$ cat src/mem_pkg.sv
// memory subsystem widths, RAM depth and arbiter state encoding
`default_nettype none

package mem_pkg;

  // byte address width seen by both requesters
  localparam int ADDR_W = 32;

  // one RAM word
  localparam int DATA_W = 32;

  // one enable per byte lane
  localparam int BE_W = DATA_W / 8;

  // wait-state count, 0 to 7 extra cycles
  localparam int WAIT_W = 3;

  // RAM depth in words
  localparam int RAM_WORDS = 256;

  // word index width, taken from address bits above the byte offset
  localparam int IDX_W = $clog2(RAM_WORDS);

  // arbiter states
  // data always wins over a fetch raised in the same cycle
  typedef enum logic [1:0] {
    // nothing forwarded to the RAM
    IDLE           = 2'b00,
    // data access owns the RAM
    DATA_REQ       = 2'b01,
    // lone fetch owns the RAM
    INSTR_REQ      = 2'b10,
    // fetch that waited behind a data access
    DATA_INSTR_REQ = 2'b11
  } arb_state_t;

endpackage

`default_nettype wire

$ cat src/ram_wait_config.sv
// ram_wait_config module: staged wait-state register, committed while the RAM is idle
`timescale 1ns/1ps
`default_nettype none

module ram_wait_config import mem_pkg::*; (
  input  wire              CLK,
  input  wire              nRST,
  input  wire              i_cfg_wen,
  input  wire [WAIT_W-1:0] i_cfg_wait,
  input  wire              i_ram_idle,
  output logic [WAIT_W-1:0] o_wait_cycles
);

  // a count written but not yet applied
  logic              pending_q;
  logic [WAIT_W-1:0] staged_q;

  always_ff @(posedge CLK) begin
    if (!nRST) begin
      pending_q     <= 1'b0;
      staged_q      <= '0;
      o_wait_cycles <= '0;
    end else begin
      // newest write always wins the staging register
      if (i_cfg_wen) begin
        staged_q <= i_cfg_wait;
      end
      if (i_cfg_wen && i_ram_idle) begin
        // idle RAM, apply right away
        o_wait_cycles <= i_cfg_wait;
        pending_q     <= 1'b0;
      end else if (i_cfg_wen) begin
        // transaction running, hold until it ends
        pending_q <= 1'b1;
      end else if (pending_q && i_ram_idle) begin
        // first idle edge after the write
        o_wait_cycles <= staged_q;
        pending_q     <= 1'b0;
      end
    end
  end

endmodule

`default_nettype wire

$ cat config.mk
export PLATFORM = sky130hd
export DESIGN_NAME = ram_wait_config
export DESIGN_NICKNAME = d
export VERILOG_FILES = /design/src/mem_pkg.sv /design/src/ram_wait_config.sv
export SDC_FILE = /design/constraint.sdc
export NUM_CORES = 1
export LEC_CHECK = 0
export BUFFER_PORTS_ARGS = -buffer_cell sky130_fd_sc_hd__buf_4
export CAP_MARGIN = 30
export CORE_AREA = 4 4 41 43
export CTS_BUF_LIST = sky130_fd_sc_hd__clkbuf_4 sky130_fd_sc_hd__clkbuf_8 sky130_fd_sc_hd__clkbuf_16
export CTS_CLUSTER_SIZE = 16
export DETAILED_ROUTE_END_ITERATION = 8
export DIE_AREA = 0 0 45 47
export PLACE_DENSITY = 0.53
export SYNTH_ARGS = -nofsm -noshare
export SYNTH_HDL_FRONTEND = slang
export SYNTH_SLANG_ARGS = --single-unit
$ cat constraint.sdc
create_clock -name CLK -period 1.23 [get_ports CLK]
set_clock_uncertainty 0.2 [all_clocks]
set_input_delay 0 -clock CLK [delete_from_list [all_inputs] [get_ports CLK]]
set_output_delay 0 -clock CLK [all_outputs]
set_load 0.01 [all_outputs]
==> results.md, run 1 <==
* Status: finished, final reports clean
* Hold crit path type: in -> reg
* Total GRT Usage at 7.69%
* Fin util at 37.0%
* Global-route wire length before repair at 1050 µm
* Sw Pwr at 126 µW
* Commonest non-fill, non-tap cell in the layout: buf_4
* Hold Slack at 0.299 ns
* Share of power burned in registers at 44.2%
* Final instance area at 482 µm²
* Power density over the cells at 1170 nW/µm²
* Worst-margin pin slew at 0.191 ns
* Vias in the first global route at 240
* Hold Path End: pending_q$_SDFFE_PP0P_
* Complex-gate fraction of the synthesized area at 13.4%
* Synthesized area per cell at 12.1 µm²
* Synth Area in Simple Gates at 27.9%
* Initial cell density of the core at 25.2%
* Initial DRC Count at 4
* Antenna Nets Post-Route at 0
* Total CTS buffers at 3
* Routed wire per std cell at 10.7 µm
* YS warnings at 0
* Grt total ovfl at 0
* Setup Buffers After CTS at 0
* Bufs on Longest Clock Path at 2
* Mux share of post-synthesis cell area at 9.16%
* Synth Area in XOR/XNOR at 0%
* H-tree levels at 1
* Fmax at 875 MHz
* RSZ-0062 raised after global routing: no
* Clock network power share at 41.0%
* DP HPWL at 448 µm
* Wirelength, routed at 634 µm
* Via count at 255
* Setup TNS at 0 ns
* Mapped Cells at 27
* Clock sink count at 7
* Mapped Nets at 34
* Final hold violations at 0
* WP data required at 1.16 ns
* CTS tree: built
* Worst Hold Launch: i_ram_idle
* Netlist cell types at 11
* Placement Rows at 13
* IO buf count at 9
* CTS clk-pin slew, worst paths at 0.05 ns
* Final Slew Violations at 0
* Diodes inserted at 0
* Crit end category: register
* Internal at 438 µW
* CTS Hold Bufs at 6
* Final period util at 92.9%
* Max-Cap Viols at 0
* Tmin final at 1.14 ns
* DRC at 0
* Initial antenna violation count at 0
* Main combinational cell family by area after synthesis: simple AND/OR/NAND/NOR gates
* Cts repair resizes at 0
* Die Wd at 45 µm
* Most frequent cells in the layout: buf_4, dfxtp_1, dlygate4sd3_1
* DR pass1 iterations at 2
* FF+latch count, synth at 7
* CTS Root Cell: clkbuf_4
* Synthesis-to-layout area growth at 46.9%
* Worst slew margin at 86.9%
* GPL Wtd Cong at 0.691
* Clk Latency, worst-skew pair at 0.25 ns
* Reg2Reg Setup Slack at 0.24 ns
* Depth of the most critical reg-to-reg path at 2
* WS Path Type: in -> reg
* Nets at 52
* Final setup vio count at 0
* Die area at 2120 µm²
* Adder-Cell Fraction of Synth Area at 0%
* Sw frac at 22.3%
* Worst-path fanout max at 8
* Top-Level Pins at 10
* Core Region at 1300 µm²
* Die height at 47 µm
* Placed cell area at 392 µm²
* Peak VDD IR at 0.498 mV
* Number of vias per cell at 4.32
* Layout cells sized above 1 at 34.1%
* Largest net degree at the start of global routing at 12
* R2R Path Start: pending_q$_SDFFE_PP0P_
* Comb pwr share at 14.8%
* Seq/Total Area, Yosys at 42.7%
* Synthesized area at 328 µm²
* Startpoint types: input port
* Worst r2r dst: o_wait_cycles[2]$_SDFFE_PN0P_
* Arrival time worst endpoint at 1.07 ns
* Hold path depth at 3
* Leakage power at 0.188 nW
-- critical path, cell delays in order --
cell,delay (ns)
dlygate4sd3_1,0.52
buf_4,0.17
mux2i_1,0.25
o211ai_1,0.13
-- layout make-up --
cell class | count | area (µm²)
Multi-Input combinational cell | 18 | 165
Fill cell | 139 | 820
Sequential cell | 7 | 140
Timing Repair Buffer | 15 | 128
Tap cell | 15 | 18.8
Clock buffer | 4 | 30.0
-- per-stage QoR --
step	total power [mW]	std cells	setup WS (ns)
floorplan	0.296	27	0.286
CTS	0.580	59	0.0833
global placement	0.322	49	0.263
detailed placement	0.323	49	0.244
global route	0.602	59	0.00801
finish	0.564	59	0.0874
-- registers in the layout, summed over array words and instances (netlist names) --
register,cells
staged_q,3
o_wait_cycles,3
pending_q,1
-- logic make-up after synthesis --
logic type	count (synthesis)
compound gates	4
flops	7
mux	3
buf+inv	2
simple gates	11
-- cells in the mapped netlist --
cell type  number  area (µm²)
nand3b_1        3        22.5
mux2i_1         3        30.0
nor2b_1         3        18.8
o211ai_1        3        22.5
buf_6           2        22.5
nand4bb_2       1        16.3
o211ai_4        1        21.3
nand4bb_1       2        22.5
nor3b_1         1        7.51
dfxtp_1         7         140
nor2_1          1        3.75
-- how the worst max path moves through the flow --
stage / start / endpoint / slack, ns / depth (start not counted)
6_report: i_cfg_wen / o_wait_cycles[1]$_SDFFE_PN0P_ / 0.09 / 4
5_1_grt: i_cfg_wen / o_wait_cycles[2]$_SDFFE_PN0P_ / 0.008 / 4
4_1_cts: i_cfg_wen / o_wait_cycles[1]$_SDFFE_PN0P_ / 0.08 / 4
3_5_place_dp: pending_q$_SDFFE_PP0P_ / o_wait_cycles[2]$_SDFFE_PN0P_ / 0.24 / 2
3_3_place_gp: pending_q$_SDFFE_PP0P_ / o_wait_cycles[1]$_SDFFE_PN0P_ / 0.26 / 2
2_1_floorplan: pending_q$_SDFFE_PP0P_ / o_wait_cycles[2]$_SDFFE_PN0P_ / 0.29 / 2
-- per-layer routing --
layer	vias up	part of all wire, %	GRT usage [%]
li1	134	-	-
met1	108	44	7.82
met4	0	3.6	7.02
met5	-	0	0
met2	8	43	10.2
met3	5	9.1	5.75
-- power by group through the flow --
| stage | combinational [mW] | sequential, mW | clock (mW) |
|---|---|---|---|
| floorplan | 0.0408 | 0.255 | 0 |
| global placement | 0.0684 | 0.253 | 0 |
| detailed placement | 0.0690 | 0.254 | 0 |
| CTS | 0.0845 | 0.249 | 0.246 |
| global route | 0.0912 | 0.250 | 0.261 |
| finish | 0.0832 | 0.249 | 0.231 |
(Power assumes the default switching activity.)
==> inputs of run 2 (changes only) <==
Settings changed: CTS_BUF_LIST sky130_fd_sc_hd__clkbuf_4 sky130_fd_sc_hd__clkbuf_8 sky130_fd_sc_hd__clkbuf_16 to sky130_fd_sc_hd__clkbuf_8.
==> run 2 against run 1 <==
Sequential share of layout area down 1.3 points. Combinational power rose by 4.2%. Flip-flop and latch count is the same. Cell area up 4.7%. Clock-buffer cell count down 1. Via count fell by 0.78%. Clock power up 34%. Utilization up 1.7 points. Worst hold slack improved by 0.011 ns. Maximum frequency shrank 1.5%. First-iteration DRC count fell by 25%. Largest power group is now the clock network. Highest routed layer unchanged.
==> results.md, run 2 (same netlist as run 1, synthesis figures left out) <==
* Status: finished, final reports clean (unchanged)
* DRC at 0 (unchanged)
* Most frequent cells in the layout: buf_4, dfxtp_1, dlygate4sd3_1 (unchanged)
* Wirelength, routed at 651 µm (was 634 µm)
* Vias in the first global route at 240 (unchanged)
* Final hold violations at 0 (unchanged)
* Reg2Reg Setup Slack at 0.23 ns (was 0.24 ns)
* Core Region at 1300 µm² (unchanged)
* Grt total ovfl at 0 (unchanged)
* WP data required at 1.13 ns (was 1.16 ns)
* CTS clk-pin slew, worst paths at 0.04 ns (was 0.05 ns)
* CP bufs+invs at 2 (unchanged)
* DR pass1 iterations at 2 (unchanged)
* Post-Place Cells at 49 (unchanged)
* Worst r2r dst: o_wait_cycles[2]$_SDFFE_PN0P_ (unchanged)
* Antenna Nets Post-Route at 0 (unchanged)
* Top Registers: o_wait_cycles x3, staged_q x3, pending_q x1 (unchanged)
* Bufs on Longest Clock Path at 2 (unchanged)
* Layout cells sized above 1 at 34.1% (unchanged)
* Total CTS buffers at 3 (unchanged)
* Depth of the most critical reg-to-reg path at 2 (unchanged)
* Clk Latency, worst-skew pair at 0.23 ns (was 0.25 ns)
* Arrival time worst endpoint at 1.06 ns (was 1.07 ns)
* Final setup vio count at 0 (unchanged)
* Die height at 47 µm (unchanged)
* RSZ-0062 raised after global routing: no (unchanged)
* H-tree levels at 1 (unchanged)
* Worst path slowest cell: dlygate4sd3_1 (unchanged)
* Sw Pwr at 137 µW (was 126 µW)
* IO buf count at 9 (unchanged)
* Peak VDD IR at 0.653 mV (was 0.498 mV)
* Initial cell density of the core at 25.2% (unchanged)
* Startpoint types: input port (unchanged)
* Total GRT Usage at 7.61% (was 7.69%)
* CTS Root Cell: clkbuf_8 (was clkbuf_4)
* Fin util at 38.8% (was 37.0%)
* Worst-margin pin slew at 0.191 ns (unchanged)
* Initial DRC Count at 3 (was 4)
* Share of power burned in registers at 38.7% (was 44.2%)
* Clock sink count at 7 (unchanged)
* Crit end category: register (unchanged)
* Power density over the cells at 1280 nW/µm² (was 1170 nW/µm²)
* Placement Rows at 13 (unchanged)
* Number of vias per cell at 4.29 (was 4.32)
* Die area at 2120 µm² (unchanged)
* Setup TNS at 0 ns (unchanged)
* Commonest non-fill, non-tap cell in the layout: buf_4 (unchanged)
* Hold Slack at 0.310 ns (was 0.299 ns)
* GPL Wtd Cong at 0.691 (unchanged)
* CP startpoint: i_cfg_wen (unchanged)
* Global-route wire length before repair at 1020 µm (was 1050 µm)
* Setup crit end: o_wait_cycles[1]$_SDFFE_PN0P_ (unchanged)
* CP top delay family: buffers and inverters (unchanged)
* WS Path Type: in -> reg (unchanged)
* Via count at 253 (was 255)
* Largest net degree at the start of global routing at 12 (unchanged)
* CP peak stage delay at 0.54 ns (was 0.52 ns)
* Nets at 52 (unchanged)
* Crit-path cells: dlygate4sd3_1 -> buf_6 -> mux2i_1 -> o211ai_1 (was dlygate4sd3_1 -> buf_4 -> mux2i_1 -> o211ai_1)
* Diodes inserted at 0 (unchanged)
* Max-Cap Viols at 0 (unchanged)
* Hold crit path type: reg -> reg (was in -> reg)
* CTS tree: built (unchanged)
* Tmin final at 1.16 ns (was 1.14 ns)
* Sw frac at 21.1% (was 22.3%)
* Crit path depth at 4 (unchanged)
* Worst slew margin at 86.9% (unchanged)
* Die Wd at 45 µm (unchanged)
* Leakage power at 0.196 nW (was 0.188 nW)
* Clock network power share at 47.9% (was 41.0%)
* Worst-path fanout max at 8 (unchanged)
* Routed wire per std cell at 11.0 µm (was 10.7 µm)
* Fmax at 862 MHz (was 875 MHz)
* Final Non-Filler Cells at 59 (unchanged)
* Pre-CTS WS at 0.244 ns (unchanged)
* Final period util at 94.3% (was 92.9%)
* DP HPWL at 448 µm (unchanged)
* Synthesis-to-layout area growth at 53.8% (was 46.9%)
* Comb pwr share at 13.4% (was 14.8%)
* Internal at 511 µW (was 438 µW)
* Worst setup margin at 0.0705 ns (was 0.0874 ns)
* Initial antenna violation count at 0 (unchanged)
* Final Slew Violations at 0 (unchanged)
* R2R Path Start: pending_q$_SDFFE_PP0P_ (unchanged)
* Top-Level Pins at 10 (unchanged)
==> run 2: power groups by stage <==
stage               Clock [mW]  Combinational, mW  Sequential (mW)
CTS                      0.326             0.0844            0.250
floorplan                    0             0.0408            0.255
detailed placement           0             0.0690            0.254
global route             0.337             0.0947            0.252
global placement             0             0.0684            0.253
finish                   0.310             0.0867            0.251
==> run 2: layer usage <==
layer | global-route usage [%] | wire (µm)
met4 | 7.02 | 10
met1 | 7.59 | 290
met5 | 0 | 0
met2 | 10.2 | 292
met3 | 5.75 | 58
==> run 2: layout make-up <==
class	instances	area [µm²]
tap	15	18.8
timing repair buffer	15	131
sequential	7	140
clock inverter	1	3.75
multi-input combinational	18	169
clock buffer	3	41.3
fill	140	797
==> run 2: what timing repair did <==
| item | 4_1_cts | 5_1_grt |
|---|---|---|
| buffers inserted | 0 | 0 |
| hold buffers | 6 | 0 |
| hold endpoints to repair | 7 | 0 |
| gates resized for setup | 0 | 2 |
| setup endpoints to repair | 0 | 2 |
==> run 2: through the flow <==
step	instance area, µm²	power, mW
floorplan	328	0.296
detailed placement	392	0.323
global route	504	0.683
global placement	392	0.322
CTS	497	0.661
finish	504	0.648
==> run 2: worst min-delay path by stage <==
stage                                   startpoint                  endpoint  slack (ns)  cells after the start
after global routing      staged_q[0]$_SDFFE_PN0P_  staged_q[0]$_SDFFE_PN0P_        0.33                      2
after detailed placement                i_ram_idle    pending_q$_SDFFE_PP0P_        0.02                      2
final                     staged_q[0]$_SDFFE_PN0P_  staged_q[0]$_SDFFE_PN0P_        0.31                      2
after CTS                 staged_q[2]$_SDFFE_PN0P_  staged_q[2]$_SDFFE_PN0P_        0.32                      2
after floorplan                         i_ram_idle    pending_q$_SDFFE_PP0P_       -0.12                      1
after global placement                  i_ram_idle    pending_q$_SDFFE_PP0P_        0.02                      2
==> run 2: worst reg2reg max path, stage by stage (launching register included) <==
cell	delay, ns
dfxtp_1	0.41
nand4bb_2	0.18
o211ai_1	0.09
