**src/mem_pkg.sv**
```systemverilog
// memory subsystem widths, RAM depth and arbiter state encoding
`default_nettype none

package mem_pkg;

  // byte address width seen by both requesters
  localparam int ADDR_W = 32;

  // one RAM word
  localparam int DATA_W = 32;

  // one enable per byte lane
  localparam int BE_W = DATA_W / 8;

  // wait-state count, 0 to 7 extra cycles
  localparam int WAIT_W = 3;

  // RAM depth in words
  localparam int RAM_WORDS = 256;

  // word index width, taken from address bits above the byte offset
  localparam int IDX_W = $clog2(RAM_WORDS);

  // arbiter states
  // data always wins over a fetch raised in the same cycle
  typedef enum logic [1:0] {
    // nothing forwarded to the RAM
    IDLE           = 2'b00,
    // data access owns the RAM
    DATA_REQ       = 2'b01,
    // lone fetch owns the RAM
    INSTR_REQ      = 2'b10,
    // fetch that waited behind a data access
    DATA_INSTR_REQ = 2'b11
  } arb_state_t;

endpackage

`default_nettype wire

```
**src/ram_if.sv**
```systemverilog
// ram_if interface for one requester-to-memory link, with cpu and ram modports
`timescale 1ns/1ps
`default_nettype none

interface ram_if import mem_pkg::*; ();

  // request side, held by the requester until busy drops
  logic              ren;
  logic              wen;
  logic [ADDR_W-1:0] addr;
  logic [DATA_W-1:0] wdata;
  logic [BE_W-1:0]   byte_en;

  // response side
  // busy low for exactly the completion cycle
  logic [DATA_W-1:0] rdata;
  logic              busy;

  // requester view
  modport cpu (
    output ren,
    output wen,
    output addr,
    output wdata,
    output byte_en,
    input  rdata,
    input  busy
  );

  // memory view
  modport ram (
    input  ren,
    input  wen,
    input  addr,
    input  wdata,
    input  byte_en,
    output rdata,
    output busy
  );

endinterface

`default_nettype wire

```
**src/memory_controller.sv**
```systemverilog
// memory_controller module: data/fetch arbiter FSM with store byte-lane alignment
`timescale 1ns/1ps
`default_nettype none

module memory_controller import mem_pkg::*; (
  input wire CLK,
  input wire nRST,
  ram_if.ram d_ram,
  ram_if.ram i_ram,
  ram_if.cpu out_ram
);

  arb_state_t state_q;
  arb_state_t state_d;

  // request levels from the two ports
  logic d_req;
  logic i_req;

  // RAM completion cycle
  logic ram_done;

  // which port currently owns the RAM
  logic d_sel;
  logic i_sel;

  // store data moved onto its byte lanes
  logic [DATA_W-1:0] wdata_aligned;

  assign d_req    = d_ram.ren | d_ram.wen;
  // fetch port is read only
  assign i_req    = i_ram.ren;
  assign ram_done = ~out_ram.busy;

  // state register
  always_ff @(posedge CLK) begin
    if (!nRST) begin
      state_q <= IDLE;
    end else begin
      state_q <= state_d;
    end
  end

  // next state
  always_comb begin
    state_d = state_q;
    case (state_q)
      IDLE: begin
        // data first, even with a fetch in the same cycle
        if (d_req) begin
          state_d = DATA_REQ;
        end else if (i_req) begin
          state_d = INSTR_REQ;
        end
      end
      DATA_REQ: begin
        // a fetch held behind the data access goes straight to the RAM
        if (ram_done) begin
          state_d = i_req ? DATA_INSTR_REQ : IDLE;
        end
      end
      INSTR_REQ, DATA_INSTR_REQ: begin
        if (ram_done) begin
          state_d = IDLE;
        end
      end
      default: begin
        state_d = IDLE;
      end
    endcase
  end

  // port ownership decoded from the registered state
  assign d_sel = (state_q == DATA_REQ);
  assign i_sel = (state_q == INSTR_REQ) || (state_q == DATA_INSTR_REQ);

  // store alignment by byte-enable code
  // the data sits in the low bits and moves up to the enabled lanes
  always_comb begin
    case (d_ram.byte_en)
      // byte in lane 1
      4'h2: begin
        wdata_aligned = d_ram.wdata << 8;
      end
      // byte in lane 2 or upper halfword
      4'h4, 4'hC: begin
        wdata_aligned = d_ram.wdata << 16;
      end
      // byte in lane 3
      4'h8: begin
        wdata_aligned = d_ram.wdata << 24;
      end
      // full word, lane 0 byte, lower halfword
      default: begin
        wdata_aligned = d_ram.wdata;
      end
    endcase
  end

  // request steering toward the RAM
  // nothing reaches the RAM in IDLE
  assign out_ram.ren     = d_sel ? d_ram.ren : (i_sel & i_ram.ren);
  // fetch side never writes
  assign out_ram.wen     = d_sel & d_ram.wen;
  assign out_ram.addr    = d_sel ? d_ram.addr : (i_sel ? i_ram.addr : '0);
  assign out_ram.byte_en = d_sel ? d_ram.byte_en : '0;
  assign out_ram.wdata   = d_sel ? wdata_aligned : '0;

  // busy back to the ports
  // owner mirrors the RAM, the other port stays busy
  assign d_ram.busy = d_sel ? out_ram.busy : 1'b1;
  assign i_ram.busy = i_sel ? out_ram.busy : 1'b1;

  // read data to both ports
  // only the owner sees busy low, so the other ignores it
  assign d_ram.rdata = out_ram.rdata;
  assign i_ram.rdata = out_ram.rdata;

  // never two completions in one cycle
  a_one_port_done: assert property (
    @(posedge CLK) disable iff (!nRST)
    !(!d_ram.busy && !i_ram.busy)
  ) else $error("both ports see busy low in the same cycle");

  // one operation per RAM transaction
  a_no_read_write: assert property (
    @(posedge CLK) disable iff (!nRST)
    !(out_ram.ren && out_ram.wen)
  ) else $error("ren and wen both high toward the RAM");

endmodule

`default_nettype wire

```
**src/flat_wrapper.sv**
```systemverilog
// flat-port wrapper written by rule: the top's interface ports become plain ports
module memory_controller_flat import mem_pkg::*;
  (CLK, nRST, d_ram_ren, d_ram_wen, d_ram_addr, d_ram_wdata, d_ram_byte_en, d_ram_rdata, d_ram_busy, i_ram_ren, i_ram_wen, i_ram_addr, i_ram_wdata, i_ram_byte_en, i_ram_rdata, i_ram_busy, out_ram_ren, out_ram_wen, out_ram_addr, out_ram_wdata, out_ram_byte_en, out_ram_rdata, out_ram_busy);
  ram_if d_ram_i ();
  ram_if i_ram_i ();
  ram_if out_ram_i ();
  input wire CLK;
  input wire nRST;
  input wire logic [$bits(d_ram_i.ren)-1:0] d_ram_ren;
  input wire logic [$bits(d_ram_i.wen)-1:0] d_ram_wen;
  input wire logic [$bits(d_ram_i.addr)-1:0] d_ram_addr;
  input wire logic [$bits(d_ram_i.wdata)-1:0] d_ram_wdata;
  input wire logic [$bits(d_ram_i.byte_en)-1:0] d_ram_byte_en;
  output wire logic [$bits(d_ram_i.rdata)-1:0] d_ram_rdata;
  output wire logic [$bits(d_ram_i.busy)-1:0] d_ram_busy;
  input wire logic [$bits(i_ram_i.ren)-1:0] i_ram_ren;
  input wire logic [$bits(i_ram_i.wen)-1:0] i_ram_wen;
  input wire logic [$bits(i_ram_i.addr)-1:0] i_ram_addr;
  input wire logic [$bits(i_ram_i.wdata)-1:0] i_ram_wdata;
  input wire logic [$bits(i_ram_i.byte_en)-1:0] i_ram_byte_en;
  output wire logic [$bits(i_ram_i.rdata)-1:0] i_ram_rdata;
  output wire logic [$bits(i_ram_i.busy)-1:0] i_ram_busy;
  output wire logic [$bits(out_ram_i.ren)-1:0] out_ram_ren;
  output wire logic [$bits(out_ram_i.wen)-1:0] out_ram_wen;
  output wire logic [$bits(out_ram_i.addr)-1:0] out_ram_addr;
  output wire logic [$bits(out_ram_i.wdata)-1:0] out_ram_wdata;
  output wire logic [$bits(out_ram_i.byte_en)-1:0] out_ram_byte_en;
  input wire logic [$bits(out_ram_i.rdata)-1:0] out_ram_rdata;
  input wire logic [$bits(out_ram_i.busy)-1:0] out_ram_busy;
  assign d_ram_i.ren = d_ram_ren;
  assign d_ram_i.wen = d_ram_wen;
  assign d_ram_i.addr = d_ram_addr;
  assign d_ram_i.wdata = d_ram_wdata;
  assign d_ram_i.byte_en = d_ram_byte_en;
  assign d_ram_rdata = d_ram_i.rdata;
  assign d_ram_busy = d_ram_i.busy;
  assign i_ram_i.ren = i_ram_ren;
  assign i_ram_i.wen = i_ram_wen;
  assign i_ram_i.addr = i_ram_addr;
  assign i_ram_i.wdata = i_ram_wdata;
  assign i_ram_i.byte_en = i_ram_byte_en;
  assign i_ram_rdata = i_ram_i.rdata;
  assign i_ram_busy = i_ram_i.busy;
  assign out_ram_ren = out_ram_i.ren;
  assign out_ram_wen = out_ram_i.wen;
  assign out_ram_addr = out_ram_i.addr;
  assign out_ram_wdata = out_ram_i.wdata;
  assign out_ram_byte_en = out_ram_i.byte_en;
  assign out_ram_i.rdata = out_ram_rdata;
  assign out_ram_i.busy = out_ram_busy;
  memory_controller u_core (.CLK(CLK), .nRST(nRST), .d_ram(d_ram_i), .i_ram(i_ram_i), .out_ram(out_ram_i));
endmodule
```
**config.mk**
```make
export PLATFORM = sky130hd
export DESIGN_NAME = memory_controller_flat
export DESIGN_NICKNAME = d
export VERILOG_FILES = /design/src/mem_pkg.sv /design/src/ram_if.sv /design/src/memory_controller.sv /design/src/flat_wrapper.sv
export SDC_FILE = /design/constraint.sdc
export NUM_CORES = 1
export LEC_CHECK = 0
export BUFFER_PORTS_ARGS = -buffer_cell sky130_fd_sc_hd__buf_2
export CORE_AREA = 8 8 115 117
export CTS_BUF_LIST = sky130_fd_sc_hd__clkbuf_16
export CTS_CLUSTER_SIZE = 14
export DETAILED_ROUTE_END_ITERATION = 6
export DIE_AREA = 0 0 123 125
export HOLD_SLACK_MARGIN = 0.05
export PLACE_DENSITY = 0.58
export SYNTH_ARGS = -nofsm -noshare
export SYNTH_HDL_FRONTEND = slang
export SYNTH_SLANG_ARGS = --single-unit
```
**constraint.sdc**
```tcl
create_clock -name CLK -period 3.35 [get_ports CLK]
set_clock_uncertainty 0.2 [all_clocks]
set_input_delay 0.1675 -clock CLK [delete_from_list [all_inputs] [get_ports CLK]]
set_output_delay 0.1675 -clock CLK [all_outputs]
set_load 0.05 [all_outputs]
```
==> impl_metrics.py, run 1 <==
metrics = {
    "worst_setup_path": {
        "path_buf_inv": 2,
        "worstSetupPathType": "reg2out",
        "crit_slowest_cell": "dfxtp_1",
        "timing.rr.end": "u_core.state_q[0]",
        "required_ns": 2.98,
        "critPathLaunchType": "flip-flop",
        "path_max_fanout": 33,
        "critPathTopFamily": "buffers and inverters",
        "critical_path.cell_chain": "nor2b_4, buf_4, a22o_1, buf_2",
        "crit_path_start": "u_core.state_q[0]",
        "critPathCapture": "out_ram_addr[10]",
        "cpPeakStageDelay_ns": 0.42,
        "timing.rr.start": "u_core.state_q[1]",
        "worstSetupPathDepth": 4,
        "worstRegToRegCells": 4,
        "arrival_ns": 1.99,
        "endpoint_kind": "output pin",
        "r2r_setup_slack_ns": 1.44,
    },
    "route": {
        "vias_per_cell": 4.46,
        "drtAntennaViolNets": 0,
        "drtIter0Drc": 177,
        "wl_mm": 8.63,
        "vias": 2214,
        "drt-wirelength-per-cell_um": 17.4,
        "drtPass1Iterations": 7,
        "wl_met2_mm": 4.14,
        "wl_met3_mm": 1.19,
        "drc": 0,
        "wl_met1_mm": 3.08,
        "routed.top_layer": "met4",
    },
    "min_path": {
        "hold_path.class": "in2reg",
    },
    "logic_synthesis": {
        "synth_edf_count": 0,
        "synth_xor_area_share_pct": 0,
        "synth_top_family_by_area": "compound AO/OA/AOI/OAI gates",
        "syn-instance-count": 247,
        "syn-num-nets": 422,
        "synth_top_cell_by_area": "buf_4",
        "synthMuxAreaShare_pct": 0,
        "ys_warn_count": 0,
        "synth_fa_ha_area_share_pct": 0,
        "synth-compound-area-share_pct": 43.6,
        "syn_area_per_cell_sq_um": 6.84,
        "yosys.area_share.simple_pct": 19.5,
        "synthDominantCellAreaShare_pct": 28.9,
        "synth_area_sq_um": 1690,
        "ys_seq_area_share_pct": 2.37,
        "ys_top_cells_by_area": "buf_4 (29%), a22o_1 (17%), o21ai_0 (5.3%)",
        "synth_seq_cells": 2,
        "synthFlopType": "dfxtp_1",
        "synthArstFlopShare_pct": 0,
        "ys_types": 39,
    },
    "die": {
        "die-area_sq_um": 15400,
        "core_sq_um": 11600,
        "rows": 40,
        "initial_utilization_pct": 14.6,
        "die_y_um": 125,
        "dieWidth_um": 123,
        "io_pins": 311,
    },
    "pwr": {
        "power.share.clock_pct": 22.1,
        "share_comb_of_total_power_pct": 74.3,
        "ir_drop_mv": 0.139,
        "powerDensity_nw_per_um2": 349,
        "power.total_uw": 812,
        "seqPwrFrac_pct": 3.6,
        "p_int_uw": 347,
        "p_sw_share_pct": 57.3,
        "leakage_uw": 0.00130,
        "power_switching_uw": 465,
    },
    "layout": {
        "final_cell_mix": "buf_2 (177), a22o_1 (33), nor2_1 (20), o21ai_0 (18), nand2_1 (12)",
        "layout_commonest_cell": "buf_2",
        "num_antenna_cells": 0,
        "nets": 526,
        "largest_register_ffs": 2,
        "multi_input_area_sq_um": 1070,
        "reg_top3": "u_core.state_q x2",
        "post-route-cell-area_sq_um": 2330,
        "syn_to_final_growth_pct": 37.7,
        "largest_register": "u_core.state_q",
        "fillCellCount": 1358,
        "drive_gt1_share_pct": 56.2,
        "regArea_sq_um": 40.0,
    },
    "global_route": {
        "grt_pass1_wl_mm": 12.4,
        "grt_overflow": 0,
        "grt_pass1_vias": 2127,
        "antenna_found_initial": 0,
        "grt_use_total_pct": 10.0,
        "grt_max_degree": 39,
    },
    "sta": {
        "max-slew-margin-rel_pct": 55.8,
        "fmax_mhz": 425,
        "finalCritPeriodShare_pct": 70.3,
        "setup_slack_ns": 0.995,
        "tns_ns": 0,
        "finalHoldViolCount": 0,
        "worstMarginPinSlew_ns": 0.661,
        "slew_violations": 0,
        "setup_violations": 0,
        "period_minus_slack_ns": 2.36,
        "rsz0062_at_grt": "false",
    },
    "cts": {
        "clkTransAtPathRegs_ns": 0.03,
        "cts_tree": "built",
        "clk_path_buf_depth": 2,
        "clock-sinks": 2,
        "ctsRootBufferMaster": "clkbuf_16",
        "cts_buffers": 3,
        "htree_levels": 1,
        "clkLatencyLatePin_ns": 0.22,
        "post_cts_resized": 0,
    },
    "place": {
        "dpl_cell_area_sq_um": 2220,
        "dpl_worst_slack_ns": 1.11,
        "gp_congestion": 0.787,
        "portBuffers": 177,
        "hpwl_mm": 7.04,
    },
    "run_status": {
        "status": "complete, no violations",
    },
    "run": {
        "cap_violations": 0,
    },
}
synthesized netlist by cell type (2+ instances only):
cell type  number
nand2b_1        5
o21ai_0        18
nor2_1         20
nor2b_1         2
buf_2          10
o221a_2         6
a21oi_1         5
a32oi_1         5
a22oi_1         9
or2_1           2
and2_1          4
o21ai_1         5
a221oi_1        4
buf_4          65
inv_1           2
and3_1          7
a22o_1         33
clkbuf_1       10
o31ai_1         3
nand2_1        12
dfxtp_1         2
worst reg2reg max path, stage by stage (launching register included):
cell,delay (ns)
dfxtp_1,0.37
buf_4,0.38
nor4_1,0.12
a211oi_1,0.21
dlygate4sd3_1,0.56
power groups by stage:
| stage | logic [uW] | clock network, uW | registers, uW |
|---|---|---|---|
| 6_report | 603 | 180 | 28.9 |
| 5_1_grt | 636 | 185 | 29.4 |
| 4_1_cts | 606 | 183 | 28.9 |
| 3_5_place_dp | 601 | 0 | 29.2 |
| 3_3_place_gp | 602 | 0 | 28.9 |
| 2_1_floorplan | 629 | 0 | 28.0 |
repair_timing:
action / in CTS / in global routing
endpoints found under the hold margin: 2 / 0
setup buffers: 0 / 0
hold buffers: 3 / 0
layout make-up:
| type | instances | area share (%) |
|---|---|---|
| clock buffers | 3 | 3.23 |
| inverters | 2 | 0.323 |
| multi-input cells | 158 | 46.2 |
| flip-flops and latches | 2 | 1.72 |
| well taps | 147 | 7.90 |
| repair buffers | 184 | 40.6 |
layer usage:
| layer | track usage (%) | vias to the layer above |
|---|---|---|
| li1 | - | 1054 |
| met1 | 11.8 | 982 |
| met2 | 16.2 | 155 |
| met3 | 3.56 | 23 |
| met4 | 3.90 | 0 |
| met5 | 0 | - |
how the worst min path moves through the flow:
stage                                start                end  slack, ns  depth (start not counted)
after floorplan                       nRST  u_core.state_q[0]       0.11                          2
after global placement    out_ram_rdata[3]     i_ram_rdata[3]       0.14                          0
after detailed placement  out_ram_rdata[3]     i_ram_rdata[3]       0.14                          0
after CTS                        i_ram_ren  u_core.state_q[1]       0.05                          3
after global routing             i_ram_ren  u_core.state_q[1]       0.10                          3
final                            i_ram_ren  u_core.state_q[1]       0.06                          3
stage by stage:
stage	hold slack [ns]	instances	util [%]
after floorplan	0.111	247	-
final	0.0566	496	20.0
after global routing	0.103	496	20.0
after CTS	0.0534	496	20.0
after detailed placement	0.136	490	19.1
after global placement	0.136	490	19.1
cells by family after synthesis:
logic type	count (synthesis)
AOI/OAI and AO/OA	96
and+or+nand+nor	62
buffers and inverters	87
DFF	2
Power figures use the tool's default switching activity.
==> run 2: changes to the inputs <==
--- a/config.mk
+++ b/config.mk
@@ -6,13 +6,13 @@
 export NUM_CORES = 1
 export LEC_CHECK = 0
 export BUFFER_PORTS_ARGS = -buffer_cell sky130_fd_sc_hd__buf_2
-export CORE_AREA = 8 8 115 117
+export CORE_AREA = 8 8 116 118
 export CTS_BUF_LIST = sky130_fd_sc_hd__clkbuf_16
 export CTS_CLUSTER_SIZE = 14
 export DETAILED_ROUTE_END_ITERATION = 6
-export DIE_AREA = 0 0 123 125
+export DIE_AREA = 0 0 124 126
 export HOLD_SLACK_MARGIN = 0.05
-export PLACE_DENSITY = 0.58
+export PLACE_DENSITY = 0.57
 export SYNTH_ARGS = -nofsm -noshare
 export SYNTH_HDL_FRONTEND = slang
 export SYNTH_SLANG_ARGS = --single-unit
==> constraint.sdc (replaced) <==
create_clock -name CLK -period 2.4 [get_ports CLK]
set_clock_uncertainty 0.2 [all_clocks]
set_input_delay 0.12 -clock CLK [delete_from_list [all_inputs] [get_ports CLK]]
set_output_delay 0.12 -clock CLK [all_outputs]
set_load 0.05 [all_outputs]
==> impl_metrics.py, run 2 (synthesized netlist as in run 1, its figures left out) <==
metrics = {
    "run_status": {
        "status": "complete, no violations",
    },
    "layout": {
        "reg_top3": "u_core.state_q x2",
        "final_cell_mix": "buf_2 (176), dlygate4sd3_1 (35), a22o_1 (33), nor2_1 (20), o21ai_0 (18)",
        "final_core_util_pct": 23.1,
        "largest_register": "u_core.state_q",
        "drive_gt1_share_pct": 52.2,
        "multi_input_area_sq_um": 1070,
        "regArea_sq_um": 40.0,
        "layout_commonest_cell": "buf_2",
        "syn_to_final_growth_pct": 60.3,
        "largest_register_ffs": 2,
        "fillCellCount": 1298,
        "nets": 564,
    },
    "sta": {
        "finalHoldViolCount": 0,
        "rsz0062_at_grt": "false",
        "worstMarginPinSlew_ns": 1.03,
        "setup_violations": 0,
        "slew_violations": 0,
        "finalCritPeriodShare_pct": 89.7,
        "period_minus_slack_ns": 2.15,
        "max-slew-margin-rel_pct": 31.0,
        "fmax_mhz": 464,
        "tns_ns": 0,
    },
    "cts": {
        "clkLatencyLatePin_ns": 0.22,
        "cts_buffers": 3,
        "ctsRootBufferMaster": "clkbuf_16",
        "clk_path_buf_depth": 2,
        "clock-sinks": 2,
        "cts_setup_buffers": 0,
        "clkTransAtPathRegs_ns": 0.03,
        "cts_tree": "built",
        "htree_levels": 1,
    },
    "min_path": {
        "hold_path.class": "in2reg",
        "whs_path_depth": 3,
        "hold_start": "i_ram_ren",
        "hold_end": "u_core.state_q[0]",
    },
    "worst_setup_path": {
        "r2r_setup_slack_ns": 0.56,
        "timing.rr.end": "u_core.state_q[1]",
        "endpoint_kind": "output pin",
        "worstRegToRegCells": 4,
        "critPathLaunchType": "flip-flop",
        "required_ns": 2.08,
        "timing.rr.start": "u_core.state_q[1]",
        "path_max_fanout": 16,
        "worstSetupPathType": "reg2out",
        "arrival_ns": 1.83,
    },
    "place": {
        "hpwl_mm": 7.47,
        "gp_congestion": 0.781,
        "portBuffers": 177,
    },
    "pwr": {
        "ir_drop_mv": 0.223,
        "powerDensity_nw_per_um2": 520,
        "leakage_uw": 0.00146,
    },
    "global_route": {
        "antenna_found_initial": 2,
        "grt_pass1_wl_mm": 14.3,
        "grt_max_degree": 39,
        "grt_overflow": 0,
        "grt_pass1_vias": 2650,
        "grt_use_total_pct": 11.2,
    },
    "route": {
        "drtPass1Iterations": 4,
        "vias": 2479,
        "drtAntennaViolNets": 0,
        "drtIter0Drc": 188,
        "vias_per_cell": 4.63,
        "wl_mm": 9.87,
        "drc": 0,
        "drt-wirelength-per-cell_um": 18.4,
    },
    "die": {
        "die_y_um": 126,
        "rows": 40,
        "dieWidth_um": 124,
        "initial_utilization_pct": 14.4,
        "core_sq_um": 11700,
        "io_pins": 311,
        "die-area_sq_um": 15600,
    },
    "run": {
        "cap_violations": 0,
    },
}
==> run 2: changes by cell type in the layout (fill, tap and decap cells not counted) <==
cell and delta:
buf_2 -1, diode_2 +1, buf_4 +6, buf_12 +1
dlygate4sd3_1 +32
==> run 2: timing repair <==
item / 4_1_cts / 5_1_grt
hold buffers: 35 / 0
resized for setup: 0 / 0
endpoints found under the setup margin: 0 / 0
hold endpoints to repair: 66 / 0
==> run 2: metrics by stage <==
step                instances  setup WS [ns]  hold slack, ns  power [uW]  cell area [sq um]
finish                    535          0.246           0.109        1410               2710
global route              535         0.0993           0.115        1470               2710
CTS                       534          0.234           0.113        1410               2710
detailed placement        496          0.400          0.0405         901               2280
global placement          496          0.439          0.0405         892               2280
floorplan                 247         0.0987          0.0636         917               1690
==> run 2: per-layer routing <==
metal | share of wire, % | up-vias | track usage (%)
met5 | 0 | - | 0
met4 | 0.92 | 0 | 2.31
met3 | 10 | 4 | 3.04
met2 | 53 | 141 | 20.4
met1 | 36 | 1202 | 12.5
li1 | - | 1132 | -
==> run 2: final cells by class <==
type,instances,area share [%]
repair buffers,222,48.9
diodes,1,0.0923
flip-flops and latches,2,1.48
well taps,147,6.79
inverters,2,0.277
multi-input cells,158,39.7
clock buffers,3,2.77
==> run 2: power breakdown <==
part,total [uW],leakage (uW),internal [uW],switching [uW]
Clock,248,0.0000370,212,36.5
Combinational,1120,0.00141,283,837
Sequential,40.5,0.0000166,36.3,4.15
Total,1410,0.00146,532,878
==> run 2: worst max path at each step <==
stage                                 start           endpoint  slack (ns)  depth (start not counted)
after floorplan            d_ram_byte_en[2]  out_ram_wdata[28]         0.1                          4
after global placement     d_ram_byte_en[0]  out_ram_wdata[26]        0.44                          6
after detailed placement   d_ram_byte_en[0]  out_ram_wdata[26]        0.40                          6
after CTS                 u_core.state_q[0]  out_ram_wdata[25]        0.23                          5
after global routing      u_core.state_q[0]  out_ram_wdata[27]         0.1                          5
final                     u_core.state_q[0]  out_ram_wdata[25]        0.25                          5
==> run 2: worst max-delay path: stages, from the launching register on <==
cell and delay, ns:
dfxtp_1 0.43, nor2b_4 0.42, buf_4 0.27, o21ai_1 0.08, a21oi_1 0.11, buf_2 0.30
==> run 3: changes to the inputs <==
--- a/config.mk
+++ b/config.mk
@@ -6,13 +6,17 @@
 export NUM_CORES = 1
 export LEC_CHECK = 0
 export BUFFER_PORTS_ARGS = -buffer_cell sky130_fd_sc_hd__buf_2
-export CORE_AREA = 8 8 116 118
+export CELL_PAD_IN_SITES_DETAIL_PLACEMENT = 1
+export CELL_PAD_IN_SITES_GLOBAL_PLACEMENT = 1
+export CORE_ASPECT_RATIO = 1.75
+export CORE_MARGIN = 8
+export CORE_UTILIZATION = 15
 export CTS_BUF_LIST = sky130_fd_sc_hd__clkbuf_16
 export CTS_CLUSTER_SIZE = 14
 export DETAILED_ROUTE_END_ITERATION = 6
-export DIE_AREA = 0 0 124 126
 export HOLD_SLACK_MARGIN = 0.05
-export PLACE_DENSITY = 0.57
+export PLACE_DENSITY = 0.91
+export RECOVER_POWER = 50
 export SYNTH_ARGS = -nofsm -noshare
 export SYNTH_HDL_FRONTEND = slang
 export SYNTH_SLANG_ARGS = --single-unit
==> impl_metrics.py, run 3 (synthesized netlist as in run 1, its figures left out) <==
metrics = {
    "run_status": {
        "status": "complete, no violations",
    },
    "pwr": {
        "p_sw_share_pct": 63.6,
        "ir_drop_mv": 0.470,
        "power.share.clock_pct": 17.5,
        "leakage_uw": 0.00145,
        "power_switching_uw": 927,
        "seqPwrFrac_pct": 2.8,
        "powerDensity_nw_per_um2": 544,
        "share_comb_of_total_power_pct": 79.7,
        "p_int_uw": 531,
    },
    "sta": {
        "whs_ns": 0.0555,
        "setup_violations": 0,
        "fmax_mhz": 445,
        "finalCritPeriodShare_pct": 93.6,
        "max-slew-margin-rel_pct": 26.6,
        "period_minus_slack_ns": 2.25,
        "rsz0062_at_grt": "false",
        "worstMarginPinSlew_ns": 1.10,
        "tns_ns": 0,
        "finalHoldViolCount": 0,
        "slew_violations": 0,
    },
    "route": {
        "vias_per_cell": 5.02,
        "wl_mm": 14.5,
        "drt-wirelength-per-cell_um": 27.8,
        "drtIter0Drc": 52,
        "vias": 2618,
        "drtAntennaViolNets": 0,
        "drtPass1Iterations": 4,
        "drc": 0,
    },
    "global_route": {
        "antenna_found_initial": 11,
        "grt_max_degree": 39,
        "grt_pass1_vias": 2954,
        "grt_overflow": 0,
        "grt_pass1_wl_mm": 19.5,
        "grt_use_total_pct": 17.9,
    },
    "cts": {
        "cts_tree": "built",
        "ctsRootBufferMaster": "clkbuf_16",
        "cts_buffers": 3,
        "clk_path_buf_depth": 2,
        "clock-sinks": 2,
        "clkLatencyLatePin_ns": 0.22,
        "htree_levels": 1,
        "cts_setup_buffers": 0,
        "clkTransAtPathRegs_ns": 0.03,
    },
    "place": {
        "hpwl_mm": 11.8,
        "gp_congestion": 0.799,
        "placed_cells_incl_taps": 481,
        "portBuffers": 177,
    },
    "worst_setup_path": {
        "path_max_fanout": 18,
        "critPathLaunchType": "flip-flop",
        "arrival_ns": 1.93,
        "endpoint_kind": "output pin",
        "worstSetupPathType": "reg2out",
        "required_ns": 2.08,
    },
    "run": {
        "cap_violations": 0,
    },
    "layout": {
        "final_cell_mix": "buf_2 (173), dlygate4sd3_1 (34), a22o_1 (33), nor2_1 (20), o21ai_0 (18)",
        "drive_gt1_share_pct": 51.6,
        "final_core_util_pct": 24.3,
        "layout_commonest_cell": "buf_2",
        "largest_register": "u_core.state_q",
        "multi_input_area_sq_um": 1070,
        "syn_to_final_growth_pct": 58.5,
        "fillCellCount": 1374,
        "largest_register_ffs": 2,
        "regArea_sq_um": 40.0,
        "layout.cells.non_filler": 521,
        "reg_top3": "u_core.state_q x2",
        "nets": 563,
    },
    "die": {
        "io_pins": 311,
        "rows": 51,
        "core_sq_um": 11000,
        "die_y_um": 156,
        "dieWidth_um": 96.2,
        "initial_utilization_pct": 15.3,
        "die-area_sq_um": 15100,
    },
    "min_path": {
        "hold_path.class": "in2reg",
    },
}
## run 3: changes by cell type in the layout (fill, tap and decap cells not counted), sizes merged
| cell | before | now |
|---|---|---|
| diode | 1 | 3 |
| dlygate4sd3 | 35 | 34 |
| buf | 187 | 183 |
| clkbuf | 3 | 7 |
## run 3: final timing paths
check                                        from           endpoint  slack [ns]  cells after the start
worst max-delay path            u_core.state_q[0]  out_ram_wdata[26]        0.15                      5
worst min-delay path                 out_ram_busy  u_core.state_q[1]        0.06                      3
worst max register to register  u_core.state_q[1]  u_core.state_q[0]        0.17                      4
worst min register to register  u_core.state_q[0]  u_core.state_q[1]        0.57                      3
## run 3: power groups by stage
stage | combinational (uW) | sequential (uW) | clock, uW
final | 1160 | 40.3 | 256
after global routing | 1220 | 40.7 | 261
after CTS | 1150 | 40.1 | 257
after global placement | 893 | 40.4 | 0
after detailed placement | 899 | 40.6 | 0
after floorplan | 878 | 39.2 | 0
## run 3: cell type report
| type | instances | share of cell area (%) |
|---|---|---|
| antenna | 3 | 0.280 |
| clock buffer | 3 | 2.80 |
| sequential | 2 | 1.49 |
| tap | 132 | 6.16 |
| inverter | 2 | 0.280 |
| timing repair buffer | 221 | 48.9 |
| multi-input combinational | 158 | 40.1 |
## run 3: metal layers
metal / wire length (um) / vias up / global-route usage, %
li1: - / 1132 / -
met1: 4200 / 1212 / 14.1
met4: 119 / 16 / 4.13
met5: 92 / - / 0
met3: 2550 / 24 / 12.4
met2: 7530 / 234 / 33.6
## run 3: through the flow
stage               total power [uW]  worst slack (ns)  instance area [sq um]
detailed placement               940             0.289                   2260
global route                    1520            0.0119                   2680
global placement                 934             0.310                   2260
floorplan                        917            0.0987                   1690
CTS                             1440             0.145                   2650
finish                          1460             0.153                   2680
## run 3: repair_timing
item | in CTS | in global routing
hold buffers | 31 | 3
resized for setup | 0 | 0
hold endpoints to repair | 60 | 6
## run 3: worst max-delay path: stages (launching register included)
cell and delay (ns):
dfxtp_1 0.41, nor2b_4 0.47, buf_4 0.30, o21ai_0 0.11
a21oi_1 0.12, buf_2 0.28
